## src/hdl/board_pkg.sv

```systemverilog
/* Board-level widths and positions shared by the top level
   and the button debouncer. */

package board_pkg;

	// Samples that must agree before a button level changes
	parameter int deb_depth = 8;

	// Main-board LED row and key pair
	parameter int led_width = 8;
	parameter int key_width = 2;

	// Core LED control is a two-bit mode
	parameter int led_mode_width = 2;

	// Where each front-panel LED shows up on the LED row
	parameter int led_pos_user  = 0;
	parameter int led_pos_disk  = 2;
	parameter int led_pos_power = 4;

	// Configuration word bit for composite sync on the VGA pins
	parameter int cfg_bit_csync = 3;

endpackage

```

## src/hdl/button_debounce.sv

```systemverilog
/* Debouncer for one front-panel button qualified by a main-board key.
   Both inputs are active low, the output is high while pressed. */
`timescale 1ns/10ps

module button_debounce import board_pkg::*; #(
	parameter int div_count = 100000
) (
	input  logic FPGA_CLK2_50,
	input  logic resetd,
	input  logic btn_n,
	input  logic key_n,
	output logic pressed
);

	localparam int div_width = $clog2(div_count + 1);
	localparam logic [div_width-1:0] div_last = div_width'(div_count);

	logic [div_width-1:0] div_cnt;
	logic [deb_depth-1:0] samples;
	logic                 wrap;

	// Sample tick once per divider period
	assign wrap = (div_cnt == div_last);

	always_ff @(posedge FPGA_CLK2_50) begin
		if (resetd) begin
			div_cnt <= '0;
		end else if (wrap) begin
			div_cnt <= '0;
		end else begin
			div_cnt <= div_cnt + 1'b1;
		end
	end

	// Shift in the press state, change level only on full agreement
	always_ff @(posedge FPGA_CLK2_50) begin
		if (resetd) begin
			samples <= '0;
			pressed <= 1'b0;
		end else if (wrap) begin
			samples <= {samples[deb_depth-2:0], ~(btn_n & key_n)};
			if (&samples) begin
				pressed <= 1'b1;
			end else if (~|samples) begin
				pressed <= 1'b0;
			end
		end
	end

	// Level only moves on a sample tick
	a_pressed_on_wrap: assert property (@(posedge FPGA_CLK2_50) disable iff (resetd)
		!wrap |=> $stable(pressed));

endmodule

```

## config.mk

```make
export PLATFORM = sky130hd
export DESIGN_NAME = button_debounce
export DESIGN_NICKNAME = d
export VERILOG_FILES = /design/src/hdl/board_pkg.sv /design/src/hdl/button_debounce.sv
export SDC_FILE = /design/constraint.sdc
export NUM_CORES = 1
export LEC_CHECK = 0
export ABC_AREA = 0
export BUFFER_PORTS_ARGS = -buffer_cell sky130_fd_sc_hd__buf_2
export CORE_AREA = 2 2 54 56
export DETAILED_ROUTE_END_ITERATION = 10
export DIE_AREA = 0 0 56 58
export PLACE_DENSITY = 0.65
export SLEW_MARGIN = 20
export SYNTH_ARGS = -nofsm -noshare
export SYNTH_HDL_FRONTEND = slang
export SYNTH_SLANG_ARGS = --single-unit
```

## constraint.sdc

```tcl
create_clock -name FPGA_CLK2_50 -period 1.63 [get_ports FPGA_CLK2_50]
set_input_delay 0.326 -clock FPGA_CLK2_50 [delete_from_list [all_inputs] [get_ports FPGA_CLK2_50]]
set_output_delay 0.326 -clock FPGA_CLK2_50 [all_outputs]
set_load 0.03 [all_outputs]
```

==> flow_summary.json <==
{
  "run_status": "finished, final reports clean",
  "path_clk_slew_ps": 140,
  "grt_pass1_wl_mm": 3.498,
  "synth_cell_types": 29,
  "worst_pin_slew_ps": 307.2,
  "hold_path.class": "input port to flop",
  "fin_crit_sh": 0.9172,
  "ys.warnings.count": 0,
  "synthToLayoutAreaGrowth_pct": 9.688,
  "routed_via_density": 5.274,
  "synth_area_leader_cell": "dfxtp_1",
  "fp.dieH_um": 58,
  "finalMaxSlewViolations": 0,
  "antenna_left": 0,
  "final_common_cell": "nor2_1",
  "slew-limit-headroom": 0.7923,
  "setup_viol": 0,
  "cp-end-kind": "flop",
  "rows": 19,
  "num_antenna_cells": 0,
  "worstPathRequired_ps": 1860,
  "cp-start-kind": "flop",
  "die_w_um": 56,
  "slowest_stage": "dfxtp_1",
  "setup-tns-final_ps": 0,
  "dieArea_um2": 3248,
  "grt_max_degree": 18,
  "dpl.cell_count": 160,
  "finalClockSkew_ps": 4.966,
  "cts_root_buffer": "clkbuf_4",
  "synth.top_cell.area_share": 0.4478,
  "syn_nets": 130,
  "synth_area_leaders": "dfxtp_1 (45%), nor2_1 (8.4%), mux2i_1 (6.9%)",
  "cts_buffers": 3,
  "mappedNetlistArea_um2": 1162,
  "cts_sinks": 26,
  "track_usage": 0.1351,
  "ir_worst_vdd_mv": 0.4108,
  "clock_latency_ps": 320,
  "io_pins": 5,
  "cp.arrival_ps": 1720,
  "path_max_fanout": 10,
  "final_cell_mix": "nor2_1 (26), dfxtp_1 (25), xnor2_1 (9)",
  "dp.final_hpwl_mm": 1.351,
  "nFillCells": 262,
  "ctsLongestPathBuffers": 2,
  "htreeDepth": 1,
  "drcViolationCount": 0,
  "hold_buffers": 0,
  "timing.fmax_mhz": 668.9,
  "vias": 865,
  "hold_violations": 0,
  "wirelength_mm": 1.930,
  "syn_avg_cell_area_um2": 9.374,
  "drt_pass1_iterations": 4,
  "min_period_ps": 1495,
  "worst-setup-path-type": "flop to flop",
  "cts_tree": "built",
  "rsz0062_at_grt": "no",
  "drv_cap": 0,
  "cpLargestDelayFamily": "simple AND/OR/NAND/NOR gates",
  "wl_per_cell_um": 11.77,
  "place.gp.congestion": 0.7596,
  "ys_seq_elements": 26,
  "layout.cells.non_filler": 164,
  "drt_iter0_markers": 6,
  "leakagePower_nw": 0.5234,
  "grt_overflow": 0,
  "path_buf_inv": 1,
  "yosysSeqAreaShare": 0.4478,
  "drive_above_1_share": 0.1429,
  "nNetsFinal": 140,
  "slowest_delay_ps": 470,
  "start_util": 0.4366,
  "power-per-cell-area_nw_per_um2": 787.4,
  "cp_cell_sequence": "nor4b_1 > nand4_1 > buf_4 > mux2i_1 > nor2_1",
  "portBuffers": 4,
  "synthCells": 124,
  "antenna_found_initial": 0,
  "core_area_um2": 2663,
  "first_global_vias": 798
}
## worst paths after layout
check / start / to / slack, ps / cells past startpoint
worst min-delay path: resetd / samples[3] / 300 / 2
worst max register to register: div_cnt[5] / samples[0] / 130 / 5
worst max-delay path: div_cnt[5] / samples[0] / 130 / 5
worst min register to register: div_cnt[0] / div_cnt[0] / 450 / 1
## per-stage QoR
step	total power, W	util	cell area (um^2)	worst slack (ps)	hold slack (ps)
finish	0.001004	0.4789	1275	134.9	295.6
global route	0.001045	0.4789	1275	7.025	301.3
CTS	0.001021	0.4784	1274	89.83	284.6
detailed placement	0.0006931	0.4648	1237	113.1	467.4
global placement	0.0006923	0.4648	1237	153.8	451.7
floorplan	0.0006842	-	1162	175.5	437.1
## state kept, by name (all words and copies together), names as in the netlist
| name | flops |
|---|---|
| div_cnt | 17 |
| samples | 8 |
| pressed | 1 |
## worst register-to-register path, cell delays in order, from the launching register on
cell     delay (ps)
dfxtp_1         470
nor4b_1         310
nand4_1         170
buf_4           230
mux2i_1         170
nor2_1           50
## routing by layer
metal / up-vias / track usage / part of all wire
met2: 14 / 0.2185 / 0.48
met4: 0 / 0.07143 / 0.024
met3: 5 / 0.02009 / 0.027
li1: 441 / - / -
met5: - / 0 / 0
met1: 405 / 0.1757 / 0.47
## synthesized netlist by cell type, drive strengths merged
| cell | instances |
|---|---|
| nor2 | 27 |
| dfxtp | 26 |
| xnor2 | 9 |
| mux2i | 8 |
| nand4 | 7 |
| nand2 | 6 |
| xor2 | 6 |
| inv | 4 |
| nand3 | 4 |
| nor4 | 4 |
| buf | 3 |
| nor4b | 3 |
| and3 | 2 |
| and4 | 2 |
| ha | 2 |
| nor3 | 2 |
| o21ai | 2 |
| and4b | 1 |
| and4bb | 1 |
| clkbuf | 1 |
| nand2b | 1 |
| nor2b | 1 |
| nor3b | 1 |
| nor4bb | 1 |
## cell type report
class / count / area [um^2] / share of cell area
multi-input combinational: 90 / 605.6 / 0.4750
clock buffer: 4 / 36.28 / 0.02846
inverter: 4 / 15.01 / 0.01178
sequential: 26 / 521.8 / 0.4092
timing repair buffer: 9 / 57.56 / 0.04514
tap: 31 / 38.79 / 0.03042
## cells by family (layout without fill, tap and decap cells)
logic type / after synthesis / after routing / share of synthesized area
compound gates: 2 / 2 / 0.008612
mux: 8 / 8 / 0.06889
buf+inv: 8 / 17 / 0.03121
fa+ha+maj: 2 / 2 / 0.02153
flops: 26 / 26 / 0.4478
xor+xnor: 15 / 15 / 0.1130
simple gates: 63 / 63 / 0.3089
## power breakdown
group	switching, W	internal [W]	leakage (nW)
clock	0.000188	0.000137	0.0210
sequential	0.00000673	0.000642	0.210
combinational	0.0000180	0.0000120	0.292
## timing repair
item	4_1_cts	5_1_grt
endpoints found under the setup margin	0	11
resized for setup	0	1
setup buffers	0	0
Power figures use the tool's default switching activity.
