## src/hdl/host_pkg.sv

```systemverilog
/* Host register layout, interface constants and command encodings.
   Imported by the host I/O logic and the board top level. */

package host_pkg;

	// Host register words
	parameter int gp_width = 32;

	// Bit positions in the host output register
	parameter int gp_bit_init     = 31;
	parameter int gp_bit_reset_lo = 30;
	parameter int gp_bit_disk     = 29;
	parameter int gp_bit_uio      = 20;
	parameter int gp_bit_clk      = 17;

	// Transfer data and interface version
	parameter int io_data_width = 16;
	parameter logic [1:0] io_ver = 2'd1;

	// Host refuses to talk unless it sees this word
	parameter logic [23:0] core_sig  = 24'h5CA623;
	parameter logic [7:0]  core_type = 8'hA4;
	parameter logic [gp_width-1:0] core_magic = {core_sig, core_type};

	// First word of a command transfer
	typedef enum logic [7:0] {
		cmd_none    = 8'd0,
		cmd_set_cfg = 8'd1
	} host_cmd_e;

	// Two-bit reset code from the top of the host register
	typedef enum logic [1:0] {
		rst_idle    = 2'd0,
		rst_assert  = 2'd1,
		rst_release = 2'd2
	} reset_code_e;

endpackage

```

## src/hdl/reset_request.sv

```systemverilog
/* Reset request latch controlled by the host reset code.
   Release only counts when it directly follows the idle code. */
`timescale 1ns/10ps

module reset_request import host_pkg::*; (
	input  logic        FPGA_CLK2_50,
	input  logic        resetd,
	input  reset_code_e reset_code,
	output logic        reset_req
);

	reset_code_e code_d;
	reset_code_e code_dd;
	logic        req_set;
	logic        req_clr;

	// Current and previous code, one cycle apart
	always_ff @(posedge FPGA_CLK2_50) begin
		if (resetd) begin
			code_d  <= rst_idle;
			code_dd <= rst_idle;
		end else begin
			code_d  <= reset_code;
			code_dd <= code_d;
		end
	end

	assign req_set = (code_d == rst_assert);
	// Idle then release, anything else leaves the request alone
	assign req_clr = (code_d == rst_release) && (code_dd == rst_idle);

	always_ff @(posedge FPGA_CLK2_50) begin
		if (resetd) begin
			reset_req <= 1'b0;
		end else if (req_set) begin
			reset_req <= 1'b1;
		end else if (req_clr) begin
			reset_req <= 1'b0;
		end
	end

	a_set_clr_exclusive: assert property (@(posedge FPGA_CLK2_50) disable iff (resetd)
		req_set |-> !req_clr);

endmodule

```

## config.mk

```make
export PLATFORM = sky130hd
export DESIGN_NAME = reset_request
export DESIGN_NICKNAME = d
export VERILOG_FILES = /design/src/hdl/host_pkg.sv /design/src/hdl/reset_request.sv
export SDC_FILE = /design/constraint.sdc
export NUM_CORES = 1
export LEC_CHECK = 0
export ABC_AREA = 1
export BUFFER_PORTS_ARGS = -buffer_cell sky130_fd_sc_hd__buf_4
export CELL_PAD_IN_SITES_DETAIL_PLACEMENT = 0
export CELL_PAD_IN_SITES_GLOBAL_PLACEMENT = 1
export CORE_AREA = 2 2 39 41
export CTS_CLUSTER_SIZE = 16
export DETAILED_ROUTE_END_ITERATION = 6
export DIE_AREA = 0 0 41 43
export HOLD_SLACK_MARGIN = 0.1
export PLACE_DENSITY = 0.41
export SYNTH_ARGS = -nofsm -noshare
export SYNTH_HDL_FRONTEND = slang
export SYNTH_SLANG_ARGS = --single-unit
```

## constraint.sdc

```tcl
create_clock -name FPGA_CLK2_50 -period 1.6 [get_ports FPGA_CLK2_50]
set_input_delay 0.08 -clock FPGA_CLK2_50 [delete_from_list [all_inputs] [get_ports FPGA_CLK2_50]]
set_output_delay 0.08 -clock FPGA_CLK2_50 [all_outputs]
set_load 0.02 [all_outputs]
```

==> impl_metrics.csv <==
group,metric,value,unit
sta,worst_slew_pin_slew,0.0857,ns
global_route,grt_pass1_vias,127,
outcome,run_status,"complete, no violations",
detailed_routing,drt-pass1-iter-count,2,
logic_synthesis,yosysTopAreaCell,"dfxtp_1",
critical_path,cpMostUsedCell,"dlygate4sd3_1",
logic_synthesis,netlist_area_before_placement,171,sq um
placement,place.gp.congestion,0.690,
logic_synthesis,postSynth.topFlopCell,"dfxtp_1",
worst_hold_path,hold_path_startpoint,"code_d[1]",
detailed_routing,detail_route.wl_per_cell,5.06,um
critical_path,r2r_setup_slack,0.93,ns
critical_path,r2r_cells,4,
critical_path,critPathSlowestCell,"dlygate4sd3_1",
clock_network,post_cts_resize_count,0,
logic_synthesis,synth_enable_flop_cells,0,
final_layout,antenna_cells,0,
clock_network,cts-htree-levels,1,
sta,fmax,832,MHz
clock_network,worstSkewPairLatency,0.24,ns
sta,finalWorstPathRequiredPeriod,1.20,ns
detailed_routing,via_per_inst,2.80,
critical_path,reg2reg_from,"code_d[0]",
critical_path,timing.critical_path.from,"resetd",
logic_synthesis,post_synth_main_area_contributors,"dfxtp_1 (58%), inv_1 (15%), nor2_1 (13%)",
global_route,antenna_found_initial,0,
critical_path,timing.critical_path.from_type,"primary input",
clock_network,clock_path_buffers,2,
floorplan,rows,14,
floorplan,initial_utilization,12.4,%
logic_synthesis,yosys.cell_types.count,5,
floorplan,dieArea,1760,sq um
detailed_routing,routed-via-count,143,
detailed_routing,ant_nets,0,
logic_synthesis,post_synth_most_frequent_cells,"inv_1 (7), nor2_1 (6), dfxtp_1 (5), nand2_1 (5), inv_2 (1)",
worst_hold_path,min_delay_worst_type,"register to register",
logic_synthesis,total_number_of_yosys_warnings,0,
logic_synthesis,seq_area_frac_synth,58.4,%
sta,report.final.setup_viol,0,
clock_network,numCtsBuffers,3,
critical_path,crit_required,1.78,ns
logic_synthesis,syn-num-nets,28,
global_route,globalRoute.totalOverflow,0,
clock_network,cts_root_buf,"clkbuf_4",
logic_synthesis,async_reset_ff_share,0,%
power,pwr_density_cell,1100,nW/um^2
floorplan,die_height,43,um
logic_synthesis,synth.most_common_cell,"inv_1",
logic_synthesis,post_synth.cell_area_avg,7.14,sq um
detailed_routing,post-route-drc-count,0,
global_route,grt_first_pass_wirelength,427,um
sta,maxSlewViolCount,0,
sta,hold_viol_final,0,
clock_network,clk_transition_reported_paths,0.04,ns
placement,placement.io_buffers,4,
floorplan,pin_count,5,
final_layout,syn2layout_area_growth,62.0,%
final_layout,final_core_utilization,20.1,%
power,p_leak,0.145,nW
detailed_routing,drt-initial-drc-count,1,
placement,place.detailed.hpwl,185,um
sta,period_share,75.1,%
critical_path,timing.critical_path.arrival,1.38,ns
critical_path,timing.critical_path.cells,"dlygate4sd3_1 -> buf_4 -> nor2_1 -> dlygate4sd3_1",
sta,rsz0062_at_grt,"no",
floorplan,core-area,1380,sq um
final_layout,final_layout_size_suffix_gt1_share,22.9,%
global_route,maximum_number_of_pins_on_one_net_before_global_route_repair,6,
critical_path,worst-path-max-fanout,5,
critical_path,critPathCaptureType,"register",
global_route,grt_usage,4.24,%
final_layout,final_nets,40,
logic_synthesis,synthCells,24,
sta,finalSetupTns,0,ns
clock_network,numClockSinks,5,
power,maximum_vdd_drop,0.263,mV
floorplan,die_outline_width,41,um
logic_synthesis,area_share_of_the_leading_cell_type_in_the_synthesized_netlist,58.4,%
critical_path,max_stage_delay,0.54,ns
detailed_routing,drt_wl_total,258,um
critical_path,critical_path_class,"primary input to register",
critical_path,r2r-end,"reset_req",
worst_hold_path,holdPathStages,2,
clock_network,cts_tree,"yes",
sta,worst_clock_skew,0.000770,ns
job,max-cap-violations,0,
worst_hold_path,whs_endpoint,"code_dd[1]",
sta,max_slew_margin,94.3,%
logic_synthesis,yosys_register_bits,5,
## where the power goes
part	internal [mW]	switching (mW)
clock network	0.0941	0.0491
registers	0.131	0.00239
logic	0.0159	0.0118
total	0.241	0.0633
## what timing repair did
action,CTS,global route
setup buffers,0,0
hold endpoints to repair,4,0
setup endpoints to repair,0,0
hold buffers,3,0
## placed cells by master, fill, tap and decap left out
cell type      n
clkbuf_1       1
dfxtp_1        5
buf_4          4
clkbuf_4       3
inv_2          1
nor2_1         6
inv_1          7
nand2_1        5
dlygate4sd3_1  3
## worst max-delay path by stage
stage,to,slack (ns),depth (start not counted)
after CTS,code_d[1],0.41,4
after global routing,code_d[1],0.35,4
after global placement,reset_req,0.92,4
final,code_d[1],0.40,4
after floorplan,reset_req,0.91,4
after detailed placement,reset_req,0.93,4
## cell type report
type / instances / area (sq um)
repair buffers: 7 / 60.1
flip-flops and latches: 5 / 100
inverters: 8 / 30.0
well taps: 16 / 20.0
clock buffers: 4 / 26.3
multi-input cells: 11 / 41.3
fillers: 157 / 1110
## state kept, by name, indices dropped and copies added, names as in the netlist
| name | cells |
|---|---|
| code_d | 2 |
| code_dd | 2 |
| reset_req | 1 |
## critical path, delay by kind of cell
family                 cells  cell delay (ns)
and+or+nand+nor            1             0.08
buffers and inverters      3             1.22
## kinds of logic (layout without fill, tap and decap cells)
logic type / after synthesis / after routing / share of synthesized area (%)
DFF: 5 / 5 / 58.4
buffers and inverters: 8 / 19 / 17.5
and+or+nand+nor: 11 / 11 / 24.1
## stage by stage
| step | power (mW) | cells | hold WS, ns | cell area, sq um | setup WS [ns] |
|---|---|---|---|---|---|
| final | 0.305 | 51 | 0.434 | 278 | 0.399 |
| after global routing | 0.329 | 51 | 0.458 | 278 | 0.351 |
| after CTS | 0.314 | 51 | 0.435 | 278 | 0.406 |
| after detailed placement | 0.159 | 44 | 0.282 | 221 | 0.930 |
| after global placement | 0.159 | 44 | 0.279 | 221 | 0.923 |
| after floorplan | 0.148 | 24 | 0.151 | 171 | 0.907 |
## per-layer routing
metal | share of wire, % | vias up | track usage [%]
met5 | 0 | - | 0
met4 | 0 | 0 | 6.00
met3 | 7.4 | 0 | 3.14
met2 | 45 | 4 | 4.38
met1 | 48 | 53 | 4.25
li1 | - | 86 | -
No activity file was read; power rests on OpenSTA's default activity.
