--- src/hdl/host_pkg.sv ---
/* Host register layout, interface constants and command encodings.
   Imported by the host I/O logic and the board top level. */

package host_pkg;

	// Host register words
	parameter int gp_width = 32;

	// Bit positions in the host output register
	parameter int gp_bit_init     = 31;
	parameter int gp_bit_reset_lo = 30;
	parameter int gp_bit_disk     = 29;
	parameter int gp_bit_uio      = 20;
	parameter int gp_bit_clk      = 17;

	// Transfer data and interface version
	parameter int io_data_width = 16;
	parameter logic [1:0] io_ver = 2'd1;

	// Host refuses to talk unless it sees this word
	parameter logic [23:0] core_sig  = 24'h5CA623;
	parameter logic [7:0]  core_type = 8'hA4;
	parameter logic [gp_width-1:0] core_magic = {core_sig, core_type};

	// First word of a command transfer
	typedef enum logic [7:0] {
		cmd_none    = 8'd0,
		cmd_set_cfg = 8'd1
	} host_cmd_e;

	// Two-bit reset code from the top of the host register
	typedef enum logic [1:0] {
		rst_idle    = 2'd0,
		rst_assert  = 2'd1,
		rst_release = 2'd2
	} reset_code_e;

endpackage

--- src/hdl/host_io.sv ---
/* Host register interface. Resamples the host output word, runs the I/O
   strobe and acknowledge, decodes command transfers and builds the status word. */
`timescale 1ns/10ps

module host_io import host_pkg::*; (
	input  logic                     FPGA_CLK2_50,
	input  logic                     resetd,
	input  logic [gp_width-1:0]      gp_out,
	input  logic                     btn_user,
	input  logic                     btn_osd,
	output logic [gp_width-1:0]      gp_in,
	output logic [io_data_width-1:0] cfg,
	output logic                     cfg_ready
);

	logic [gp_width-1:0]      gp_outd;
	logic [gp_width-1:0]      gp_outr;
	logic [io_data_width-1:0] io_din;
	logic                     io_clk;
	logic                     io_uio;
	logic                     rack;
	logic                     io_ack;
	logic                     io_strobe;
	logic                     old_strobe;
	logic                     has_cmd;
	host_cmd_e                cmd;
	logic [gp_width-1:0]      status;

	// ========================================================================
	// Resampling and strobe
	// ========================================================================

	// Two stages, host register is on another clock
	always_ff @(posedge FPGA_CLK2_50) begin
		if (resetd) begin
			gp_outd <= '0;
			gp_outr <= '0;
		end else begin
			gp_outd <= gp_out;
			gp_outr <= gp_outd;
		end
	end

	assign io_din = gp_outr[io_data_width-1:0];
	assign io_clk = gp_outr[gp_bit_clk];
	assign io_uio = gp_outr[gp_bit_uio];

	// Strobe lasts until the register catches up with the clock bit
	assign io_strobe = io_clk & ~rack;

	// Ack trails rack by one cycle, no wait state any more
	always_ff @(posedge FPGA_CLK2_50) begin
		if (resetd) begin
			rack   <= 1'b0;
			io_ack <= 1'b0;
		end else begin
			rack   <= io_clk;
			io_ack <= rack;
		end
	end

	// ========================================================================
	// Command decoder
	// ========================================================================

	always_ff @(posedge FPGA_CLK2_50) begin
		if (resetd) begin
			old_strobe <= 1'b0;
			has_cmd    <= 1'b0;
			cmd        <= cmd_none;
			cfg        <= '0;
			cfg_ready  <= 1'b0;
		end else begin
			old_strobe <= io_strobe;
			if (!io_uio) begin
				// Transfer closed, next word is a command again
				has_cmd <= 1'b0;
			end else if (io_strobe && !old_strobe) begin
				if (!has_cmd) begin
					has_cmd <= 1'b1;
					cmd     <= host_cmd_e'(io_din[7:0]);
				end else if (cmd == cmd_set_cfg) begin
					cfg       <= io_din;
					cfg_ready <= 1'b1;
				end
			end
		end
	end

	// Top bit stays 0 so the host can tell a configured FPGA
	assign status = {1'b0, btn_user, btn_osd, 9'd0, io_ver, 1'b0, io_ack,
		io_data_width'(0)};

	// Magic while the host holds init low
	assign gp_in = gp_out[gp_bit_init] ? status : core_magic;

	// Configuration, once valid, stays valid
	a_cfg_ready_sticky: assert property (@(posedge FPGA_CLK2_50) disable iff (resetd)
		!$past(resetd) && $past(cfg_ready) |-> cfg_ready);

endmodule

--- config.mk ---
export PLATFORM = sky130hd
export DESIGN_NAME = host_io
export DESIGN_NICKNAME = d
export VERILOG_FILES = /design/src/hdl/host_pkg.sv /design/src/hdl/host_io.sv
export SDC_FILE = /design/constraint.sdc
export NUM_CORES = 1
export LEC_CHECK = 0
export ABC_AREA = 1
export BUFFER_PORTS_ARGS = -buffer_cell sky130_fd_sc_hd__buf_2
export CORE_UTILIZATION = 40
export DETAILED_ROUTE_END_ITERATION = 8
export PLACE_DENSITY = 0.65
export SETUP_SLACK_MARGIN = 0.2
export SLEW_MARGIN = 20
export SYNTH_ARGS = -nofsm -noshare
export SYNTH_HDL_FRONTEND = slang
export SYNTH_SLANG_ARGS = --single-unit
--- constraint.sdc ---
create_clock -name FPGA_CLK2_50 -period 3.2 [get_ports FPGA_CLK2_50]
set_input_delay 0.32 -clock FPGA_CLK2_50 [delete_from_list [all_inputs] [get_ports FPGA_CLK2_50]]
set_output_delay 0.32 -clock FPGA_CLK2_50 [all_outputs]
set_load 0.005 [all_outputs]
==> impl_metrics.toml <==
[sta]
hold_slack_ns = 0.176
max_slew_headroom = 0.530
finalMaxSlewViolations = 0
final.setup.tns_ns = 0
setup_viol = 0
setup_repair_after_global_routing_missed_its_margin = "false"
timing.clock.skew_ns = 0.00434
final_hold_viol_count = 0
period_minus_slack_ns = 1.50
maxClockFrequency_mhz = 669
share_of_the_cycle_needed_by_the_critical_path_after_routing = 0.467
tightestPinTransition_ns = 0.704

[placed_design]
numPortBuffers = 54
finalWeightedCongestion = 0.829
detailed_place_hpwl_mm = 2.60
post-place-cells = 438

[clock_tree]
number_of_cts_inserted_buffers = 9
clk-insertion-delay-late_ns = 0.34
cts_htree_levels = 3
clk_pin_slew_ns = 0.07
clkSinkCount = 65
cts_tree = "done"
cts_root_buf = "clkbuf_8"
cts-hold-fix-buffers = 0
clock_path_buffers = 2
cts_resized = 0
post-cts-setup-buffers = 0

[drt]
route.detailed.wl_per_inst_microns = 8.33
dr_total_vias = 1756
drtAntennaViolNets = 0
via_per_inst = 3.87
drt-total-wl_mm = 3.78
drt_iter0_markers = 101
detailedRoute.firstPassIterationCount = 4
number_of_remaining_drc_errors = 0

[logic_synthesis]
synth.area.top_cells = "dfxtp_1 52%, nor2_1 14%, inv_1 9.4%, buf_4 8.7%, nand2_1 5.8%"
syn_inst = 332
synthDominantAreaCellType = "dfxtp_1"
cell_area_synth_sq_um = 2500
sequential_to_total_area_share_from_yosys_stat = 0.520
synthesis.yosys.warnings = 0
synth.avg_cell_area_sq_um = 7.54
synth.top_cell.area_share = 0.520
yosysUniqueCellTypes = 20
ys_ff_latch = 65

[critical_path]
element_type_at_the_critical_path_start = "flip-flop"
cp_common_cell = "nand2_1"
r2r-end = "cfg[5]"
largest_fanout_on_the_critical_path = 16
path_class = "flip-flop to flip-flop"
worstPathBufferInverterCount = 1
cpLargestDelayFamily = "simple AND/OR/NAND/NOR gates"
startpoint = "has_cmd"
wp_data_required_ns = 3.43
timing.rr.start = "has_cmd"
cp.depth = 7
cp_data_arrival_time_ns = 1.73
ff2ff_setup_slack_ns = 1.70
worstSetupEndpoint = "cfg[5]"
critical-path-max-stage-delay_ns = 0.46
critical_path.endpoint_type = "flip-flop"
timing.reg2reg.worst_path_depth = 7
worstPathCellList = "inv_2 > nor2_4 > nand2_1 > nor2_2 > nand3_1 > nand2_1 > nor2_1"
cell_with_the_largest_stage_delay_on_the_worst_path = "nor2_2"

[floorplan]
core-area_sq_um = 5990
die_w_microns = 81.1
dieArea_sq_um = 6580
floorplan.initialDensity = 0.418
placementRows = 28
design.portCount = 85
die_h_microns = 81.1

[cells_and_area]
layoutNonFillerInstCount = 454
fillerInstances = 597
multi_input_comb_area_sq_um = 739
drive_above_1_share = 0.216
nNetsFinal = 410
regArea_sq_um = 1300
layout-area-overhead-vs-synth_pct = 16.3
antenna_cells = 0

[flow_run]
cap_viol_max_count = 0

[power]
intPower_mw = 1.41
power.share.switching = 0.208
worst_ir_drop_on_vdd_mv = 0.307
power.leakage_nw = 1.45
share_comb_of_total_power = 0.047
power.density_cell_area_nw_per_um2 = 609
power_frac_seq = 0.473
clockPowerShare = 0.481
net-switching-power_mw = 0.369

[global_routing]
top_usage_layer = "met2"
global_route.overflow_total = 0
grt_max_degree = 42
grt.total_usage = 0.128
grt_util_met3 = 0.0742
number_of_global_route_vias_before_repair = 1460
grt_antenna_before_repair = 0
groute.layer.met1.usage = 0.155
grt.met2_usage = 0.188
grt_pass1_wl_mm = 6.17

[hold_path]
timing.hold.worst.class = "input port to flip-flop"
hold_start = "gp_out[4]"

[status]
run_status = "complete, no violations"
==> synth_stat cells (all sizes together) <==
cell type,instances
nor3,2
or2,2
nor2,98
dfxtp,65
clkbuf,5
buf,34
a211oi,1
nand2,39
inv,66
nand3,18
conb,2
==> cells by family after synthesis <==
group                  share of synthesized area
and+or+nand+nor                            0.267
buffers and inverters                      0.207
DFF                                        0.520
other                                    0.00300
AOI/OAI and AO/OA                        0.00300
==> metrics by stage <==
stage | utilization | power [mW] | setup slack, ns | instance area (sq um)
final | 0.486 | 1.77 | 1.70 | 2910
after global routing | 0.486 | 1.85 | 1.56 | 2910
after CTS | 0.486 | 1.79 | 1.69 | 2910
after detailed placement | 0.444 | 0.941 | 1.71 | 2660
after global placement | 0.444 | 0.939 | 1.75 | 2660
after floorplan | - | 0.935 | 2.01 | 2560
==> final cells by class <==
type,instances,share of cell area
clock inverter,6,0.0391
inverter,66,0.0851
multi-input combinational,177,0.254
tap,75,0.0322
timing repair buffer,55,0.0954
clock buffer,10,0.0473
sequential,65,0.447
==> state kept, by name (all words and copies together) (netlist names) <==
name and count:
rack 1, cmd 8, old_strobe 1, gp_outr 18
has_cmd 1, io_ack 1, cfg 16, gp_outd 18
cfg_ready 1
==> power by group through the flow <==
stage	Clock (mW)	Sequential, mW	Combinational (mW)
after floorplan	0	0.856	0.0791
after global placement	0	0.857	0.0820
after detailed placement	0	0.858	0.0833
after CTS	0.870	0.839	0.0833
after global routing	0.911	0.841	0.0964
final	0.853	0.839	0.0825
==> how the worst min path moves through the flow <==
stage,end,depth (start not counted),slack (ns)
after CTS,gp_outd[4],3,0.17
final,gp_outd[4],3,0.18
after detailed placement,gp_outr[12],2,0.39
after global placement,gp_outr[12],2,0.39
after global routing,gp_outd[1],3,0.16
after floorplan,gp_outr[0],2,0.39
==> cells in the final DEF (no fill, tap or decap) <==
master and count:
inv_2 3, buf_4 1, nor3_1 1, or2_2 1
nor2_1 94, nor2_2 2, dfxtp_1 65, nor2_4 2
a211oi_1 1, conb_1 17, inv_1 63, nand3_1 16
clkbuf_8 10, or2_0 1, nand3_2 2, buf_2 54
clkinvlp_4 2, nor3_4 1, bufinv_16 3, inv_6 1
nand2_1 39
==> worst register-to-register path: stages (launching register included) <==
cell	delay, ns
dfxtp_1	0.39
inv_2	0.07
nor2_4	0.09
nand2_1	0.07
nor2_2	0.46
nand3_1	0.16
nand2_1	0.10
nor2_1	0.05
==> routing by layer <==
| layer | part of all wire | wire, microns |
|---|---|---|
| met5 | 0 | 0 |
| met2 | 0.43 | 1630 |
| met3 | 0.075 | 283 |
| met1 | 0.49 | 1840 |
| met4 | 0.0082 | 31 |
Note: power is estimated with default switching activity, not from simulation.
