## config.mk

```make
export PLATFORM = sky130hd
export DESIGN_NAME = sync_polarity
export DESIGN_NICKNAME = d
export VERILOG_FILES = /design/src/hdl/sync_polarity.sv
export SDC_FILE = /design/constraint.sdc
export NUM_CORES = 1
export LEC_CHECK = 0
export BUFFER_PORTS_ARGS = -buffer_cell sky130_fd_sc_hd__buf_4
export CAP_MARGIN = 20
export CORE_ASPECT_RATIO = 0.7
export CORE_UTILIZATION = 60
export CTS_CLUSTER_SIZE = 10
export DETAILED_ROUTE_END_ITERATION = 7
export GPL_ROUTABILITY_DRIVEN = 0
export PLACE_DENSITY_LB_ADDON = 0.08
export SKIP_CTS_REPAIR_TIMING = 1
export SLEW_MARGIN = 20
export SYNTH_ARGS = -nofsm -noshare
export SYNTH_HDL_FRONTEND = slang
export SYNTH_SLANG_ARGS = --single-unit
```

## constraint.sdc

```tcl
create_clock -name FPGA_CLK2_50 -period 2.03 [get_ports FPGA_CLK2_50]
set_input_delay 0.203 -clock FPGA_CLK2_50 [delete_from_list [all_inputs] [get_ports FPGA_CLK2_50]]
set_output_delay 0.203 -clock FPGA_CLK2_50 [all_outputs]
set_load 0.02 [all_outputs]
```

## src/hdl/sync_polarity.sv

```systemverilog
/* Sync polarity normaliser. Measures both phases of a periodic sync
   and flips it so the short phase always comes out high. */
`timescale 1ns/10ps

module sync_polarity #(
	parameter int cnt_width = 20
) (
	input  logic FPGA_CLK2_50,
	input  logic resetd,
	input  logic sync_in,
	output logic sync_out
);

	logic                 s1;
	logic                 s2;
	logic [cnt_width-1:0] cnt;
	logic [cnt_width-1:0] high_len;
	logic [cnt_width-1:0] low_len;
	logic                 pol;

	always_ff @(posedge FPGA_CLK2_50) begin
		if (resetd) begin
			s1       <= 1'b0;
			s2       <= 1'b0;
			cnt      <= '0;
			high_len <= '0;
			low_len  <= '0;
			pol      <= 1'b0;
		end else begin
			s1 <= sync_in;
			s2 <= s1;
			// Cycles since the last edge, held at full scale
			if (s1 != s2) begin
				cnt <= '0;
			end else if (~&cnt) begin
				cnt <= cnt + 1'b1;
			end
			// Rising edge ends a low phase
			if (s1 && !s2) begin
				low_len <= cnt;
			end
			// Falling edge ends a high phase
			if (!s1 && s2) begin
				high_len <= cnt;
			end
			pol <= (high_len > low_len);
		end
	end

	assign sync_out = sync_in ^ pol;

endmodule

```

==> impl_metrics.toml, run 1 <==
[run_status]
status = "finished, final reports clean"

[finish]
drive_above_1_share_pct = 10.1
fin_area_sq_um = 3270
nets = 349
syn2layout_area_growth_pct = 8.30
layout_commonest_cell = "dfxtp_1"
final_util_pct = 67.9
layout_common_cells = "63 x dfxtp_1, 54 x nor2_1, 40 x mux2i_1, 25 x inv_1, 23 x ha_1"
diodes = 0

[grt]
grt_usage_pct = 23.5
antenna_found_initial = 0
grt_max_degree = 44
first_global_vias = 1967
grt_pass1_wl_um = 9250
grt-ovfl-total = 0

[clock_tree]
cts_root_buf = "clkbuf_8"
htree_levels = 3
cts_num_sinks = 63
clockBufferDepth = 2
path_clk_slew_ns = 0.07
clk_latency_ns = 0.32
cts_tree = "yes"
cts_buffers = 9

[power]
p_leak_nw = 1.24
p_per_area_nw_per_um2 = 697
irDropWorstVdd_mv = 0.429

[yosys]
synth-seq-cells = 63
ys_seq_area_share_pct = 41.8
ys_warn_count = 0
syn-cell-area_sq_um = 3020
syn-instance-count = 319
syn_nets = 345
synthDistinctLibCells = 44
syn_avg_cell_area_sq_um = 9.45

[critical_path]
crit_fanout = 3
reg2reg_from = "low_len[10]$_SDFFE_PP0P_"
r2r-end = "pol$_SDFF_PP0_"
crit_arrival_ns = 2.07
cp-start-kind = "register"
rrSetupSlack_ns = 0.18
crit_chain = "inv_1 -> ha_1 -> nand4_1 -> nor4_1 -> a21boi_0 -> a2111oi_0 -> a221oi_1"
worst-path-buf-inv = 1
end_kind = "register"
slowest_stage = "nor4_1"
critical_path_class = "register to register"
reg2reg_depth = 7
max_stage_delay_ns = 0.35
cp.required_ns = 2.26
critPathTopFamily = "simple AND/OR/NAND/NOR gates"

[sta]
final_hold_viol_count = 0
rsz0062_at_grt = "no"
min_period_ns = 1.85
final-setup-viol-count = 0
skew_ns = 0.00607
totalNegativeSetupSlack_ns = 0
hold-worst-slack_ns = 0.109
drv_slew = 0
tightestPinTransition_ns = 0.454
slew_headroom_pct = 69.7
period_share_pct = 91.0
fmax_ghz = 0.541

[routing]
routed-wl-met3_um = 215
remaining_drc_errors = 0
post_drt_wl_per_cell_um = 14.1
top_layer = "met4"
routed_wirelength_um = 5590
ant_nets = 0
wl_met1_um = 2900
dr.pass1.iters = 4
dr_total_vias = 2090
drtIter0Drc = 110
routed-wl-met2_um = 2460
avgViaCountPerCell = 5.29

[place]
placed_area_sq_um = 3100
port_buffers = 3
dp_hpwl_um = 3880

[hold_path]
min_to = "s1$_SDFF_PP0_"
whs_path_depth = 2
hold_path.startpoint = "sync_in"
min_path_type = "primary input to register"

[floorplan]
die_h_um = 61.3
initial_core_util_pct = 62.7
core_sq_um = 4810
row_count = 21
die_area_sq_um = 5320
die_w_um = 86.7
ios = 4

[run]
drv_cap = 0
[area by class of cell]
cell class	instances	area, sq um
multi-input combinational	214	1590
fill	414	1540
sequential	63	1260
clock buffer	13	159
inverter	25	93.8
tap	69	86.3
timing repair buffer	10	75.1
clock inverter	1	5.00
[where the power goes]
group,internal (W),switching [W],total (W)
registers,0.00125,0.00000977,0.00126
clock network,0.000496,0.000425,0.000921
logic,0.0000391,0.0000606,0.0000997
[per-stage QoR]
stage               power (W)  std cells  setup slack, ns
global route          0.00236        395         0.000527
CTS                   0.00230        395            0.183
floorplan             0.00135        319            0.389
detailed placement    0.00138        381            0.210
global placement      0.00138        381            0.310
finish                0.00228        395            0.182
[cell families (layout without fill, tap and decap cells)]
| group | count (synthesis) | count (layout) | share of synthesized area, % |
|---|---|---|---|
| multiplexers | 40 | 40 | 13.3 |
| flip-flops | 63 | 63 | 41.8 |
| adder cells (fa/ha/maj) | 23 | 23 | 9.54 |
| XOR/XNOR | 13 | 13 | 3.78 |
| buffers and inverters | 42 | 49 | 5.60 |
| AND/OR/NAND/NOR | 101 | 101 | 17.8 |
| AO/OA/AOI/OAI | 37 | 37 | 8.17 |
[Yosys cell counts]
master	count	share of area, %
dfxtp_1	63	42
a31oi_1	4	0.83
ha_1	23	9.5
buf_2	3	0.50
and3_2	1	0.25
nand2_1	6	0.75
o31ai_1	1	0.25
nand2_4	1	0.37
o21a_1	1	0.25
nand2b_1	1	0.21
and4_2	1	0.33
a211oi_2	2	0.83
inv_1	25	3.1
or3_4	1	0.37
xor2_1	1	0.29
nand3_1	9	1.5
or3_1	1	0.21
o21ai_0	1	0.17
o211ai_1	1	0.25
nor4_4	1	0.71
nor4_1	1	0.21
a21oi_1	15	2.5
a221oi_1	1	0.29
nor3_1	5	0.83
nand3_4	1	0.58
mux2i_1	40	13
and4_1	2	0.58
o21bai_1	1	0.25
a21boi_0	3	0.75
nor3b_1	1	0.25
xnor2_1	12	3.5
nor2b_1	2	0.41
and3_1	2	0.41
nor2_1	54	6.7
nand4_4	1	0.71
a21o_1	2	0.50
a21oi_2	1	0.29
buf_6	1	0.37
nor3_4	1	0.54
a211oi_1	3	0.75
nand4_1	8	1.7
a2111oi_0	1	0.29
clkbuf_1	13	1.6
and2_0	1	0.21
[per-layer routing]
layer / GRT usage [%] / vias to the layer above
met1: 32.5 / 963
met4: 6.67 / 0
met2: 36.5 / 24
met3: 6.43 / 2
met5: 0 / -
li1: - / 1101
[how the worst max path moves through the flow]
stage | from | endpoint | cells past startpoint
finish | low_len[10]$_SDFFE_PP0P_ | pol$_SDFF_PP0_ | 7
global route | low_len[10]$_SDFFE_PP0P_ | pol$_SDFF_PP0_ | 7
CTS | low_len[10]$_SDFFE_PP0P_ | pol$_SDFF_PP0_ | 7
detailed placement | low_len[18]$_SDFFE_PP0P_ | pol$_SDFF_PP0_ | 7
global placement | low_len[18]$_SDFFE_PP0P_ | pol$_SDFF_PP0_ | 7
floorplan | low_len[18]$_SDFFE_PP0P_ | pol$_SDFF_PP0_ | 7
[registers in the layout, summed over array words and instances, names as in the netlist]
name	count
s2	1
cnt	20
low_len	20
high_len	20
pol	1
s1	1
(Power assumes the default switching activity.)
==> inputs of run 2 (changes only) <==
--- a/config.mk
+++ b/config.mk
@@ -7,7 +7,6 @@
 export LEC_CHECK = 0
 export BUFFER_PORTS_ARGS = -buffer_cell sky130_fd_sc_hd__buf_4
 export CAP_MARGIN = 20
-export CORE_ASPECT_RATIO = 0.7
 export CORE_UTILIZATION = 60
 export CTS_CLUSTER_SIZE = 10
 export DETAILED_ROUTE_END_ITERATION = 7
==> run 2 against run 1 <==
Effect of this change:
- first-iteration DRC count decreased by 26%
- clock skew rose by 0.0030 ns
- register-to-register slack got worse by 0.02 ns
- global-route usage is 0.12 points higher
- non-clock buffer count is 1 higher
- via count rose by 2.4%
==> impl_metrics.toml, run 2 (synthesized netlist as in run 1, its figures left out) <==
[sta]
drv_slew = 0
fmax_ghz = 0.534
slew_headroom_pct = 69.9
tightestPinTransition_ns = 0.452
skew_ns = 0.00910
final-setup-viol-count = 0
totalNegativeSetupSlack_ns = 0
period_share_pct = 92.2
final_hold_viol_count = 0
rsz0062_at_grt = "no"
min_period_ns = 1.87
hold-worst-slack_ns = 0.0968

[run_status]
status = "finished, final reports clean"

[critical_path]
reg2reg_depth = 7
cp.required_ns = 2.27
cp-start-kind = "register"
reg2reg_from = "low_len[10]$_SDFFE_PP0P_"
crit_fanout = 3
end_kind = "register"
setup.worst_path.start = "low_len[10]$_SDFFE_PP0P_"
critical_path_class = "register to register"
crit_arrival_ns = 2.11
rrSetupSlack_ns = 0.16
timing.critical_path.to = "pol$_SDFF_PP0_"
r2r-end = "pol$_SDFF_PP0_"

[place]
port_buffers = 3
dp_hpwl_um = 3840
dp.cells = 380

[floorplan]
core_sq_um = 4790
die_h_um = 72.9
die_area_sq_um = 5310
ios = 4
die_w_um = 72.9
row_count = 25
initial_core_util_pct = 63.0

[power]
irDropWorstVdd_mv = 0.460
p_per_area_nw_per_um2 = 695
finalPower_w = 0.00227
p_clk_share_pct = 40.4
comb_power_share_pct = 4.4
pwr-share-seq_pct = 55.2
p_sw_w = 0.000526
internal_power_w = 0.00175
p_leak_nw = 1.24
p_sw_share_pct = 23.1

[run]
drv_cap = 0

[clock_tree]
cts_num_sinks = 63
htree_levels = 3
path_clk_slew_ns = 0.07
clockBufferDepth = 2
cts_root_buf = "clkbuf_8"
cts_buffers = 9
clk_latency_ns = 0.34
cts_tree = "yes"

[finish]
layout_commonest_cell = "dfxtp_1"
final_util_pct = 68.3
syn2layout_area_growth_pct = 8.46
top_regs = "cnt x20, high_len x20, low_len x20"
drive_above_1_share_pct = 11.0
diodes = 0
fillerInstances = 405
layout_common_cells = "63 x dfxtp_1, 54 x nor2_1, 40 x mux2i_1, 25 x inv_1, 23 x ha_1"
final_cells = 395
nets = 350

[hold_path]
min_path_type = "primary input to register"

[routing]
post_drt_wl_per_cell_um = 14.3
remaining_drc_errors = 0
dr_total_vias = 2140
dr.pass1.iters = 4
ant_nets = 0
avgViaCountPerCell = 5.42
drtIter0Drc = 81
routed_wirelength_um = 5660

[grt]
first_global_vias = 2023
grt-ovfl-total = 0
antenna_found_initial = 0
grt_max_degree = 44
grt_pass1_wl_um = 9200
grt_usage_pct = 23.6
## run 2: cell types whose count changed in the layout (fill, tap and decap cells not counted), sizes merged
cell	previous run	this run
buf	10	11
clkbuf	13	11
clkinv	1	3
clkinvlp	0	1
## run 2: worst min path at each step
| stage | from | to | slack (ns) | cells past startpoint |
|---|---|---|---|---|
| after floorplan | sync_in | s1$_SDFF_PP0_ | 0.33 | 1 |
| after global placement | sync_in | s1$_SDFF_PP0_ | 0.44 | 2 |
| after detailed placement | sync_in | s1$_SDFF_PP0_ | 0.44 | 2 |
| after CTS | sync_in | s1$_SDFF_PP0_ | 0.09 | 2 |
| after global routing | sync_in | s1$_SDFF_PP0_ | 0.10 | 2 |
| final | sync_in | s1$_SDFF_PP0_ | 0.1 | 2 |
## run 2: final cells by class
class	instances	area [sq um]	area share, %
Multi-Input combinational cell	214	1590	48.5
Sequential cell	63	1260	38.6
Clock buffer	11	141	4.32
Inverter	25	93.8	2.87
Tap cell	67	83.8	2.56
Timing Repair Buffer	11	82.6	2.52
Clock inverter	4	22.5	0.689
## run 2: critical path, cell delays in order (launching register included)
cell	delay (ns)
dfxtp_1	0.34
inv_1	0.05
ha_1	0.30
nand4_1	0.19
nor4_1	0.34
a21boi_0	0.21
a2111oi_0	0.09
a221oi_1	0.25
## run 2: power by group through the flow
| stage | combinational, W | clock, W | sequential, W |
|---|---|---|---|
| 2_1_floorplan | 0.0000744 | 0 | 0.00128 |
| 3_3_place_gp | 0.0000979 | 0 | 0.00128 |
| 3_5_place_dp | 0.000100 | 0 | 0.00128 |
| 4_1_cts | 0.000100 | 0.000943 | 0.00125 |
| 5_1_grt | 0.000108 | 0.000992 | 0.00126 |
| 6_report | 0.0000994 | 0.000919 | 0.00125 |
## run 2: through the flow
| stage | cell area [sq um] | worst slack [ns] |
|---|---|---|
| 2_1_floorplan | 3020 | 0.389 |
| 3_3_place_gp | 3110 | 0.312 |
| 3_5_place_dp | 3110 | 0.205 |
| 4_1_cts | 3270 | 0.186 |
| 5_1_grt | 3270 | 0.0612 |
| 6_report | 3270 | 0.159 |
## run 2: per-layer routing
| layer | vias to the layer above | part of all wire, % | track usage (%) | wire, um |
|---|---|---|---|---|
| met2 | 18 | 48 | 39.4 | 2730 |
| met5 | - | 0 | 0 | 0 |
| li1 | 1104 | - | - | - |
| met1 | 1014 | 49 | 28.6 | 2760 |
| met3 | 4 | 2.5 | 7.46 | 141 |
| met4 | 0 | 0.44 | 8.50 | 25 |
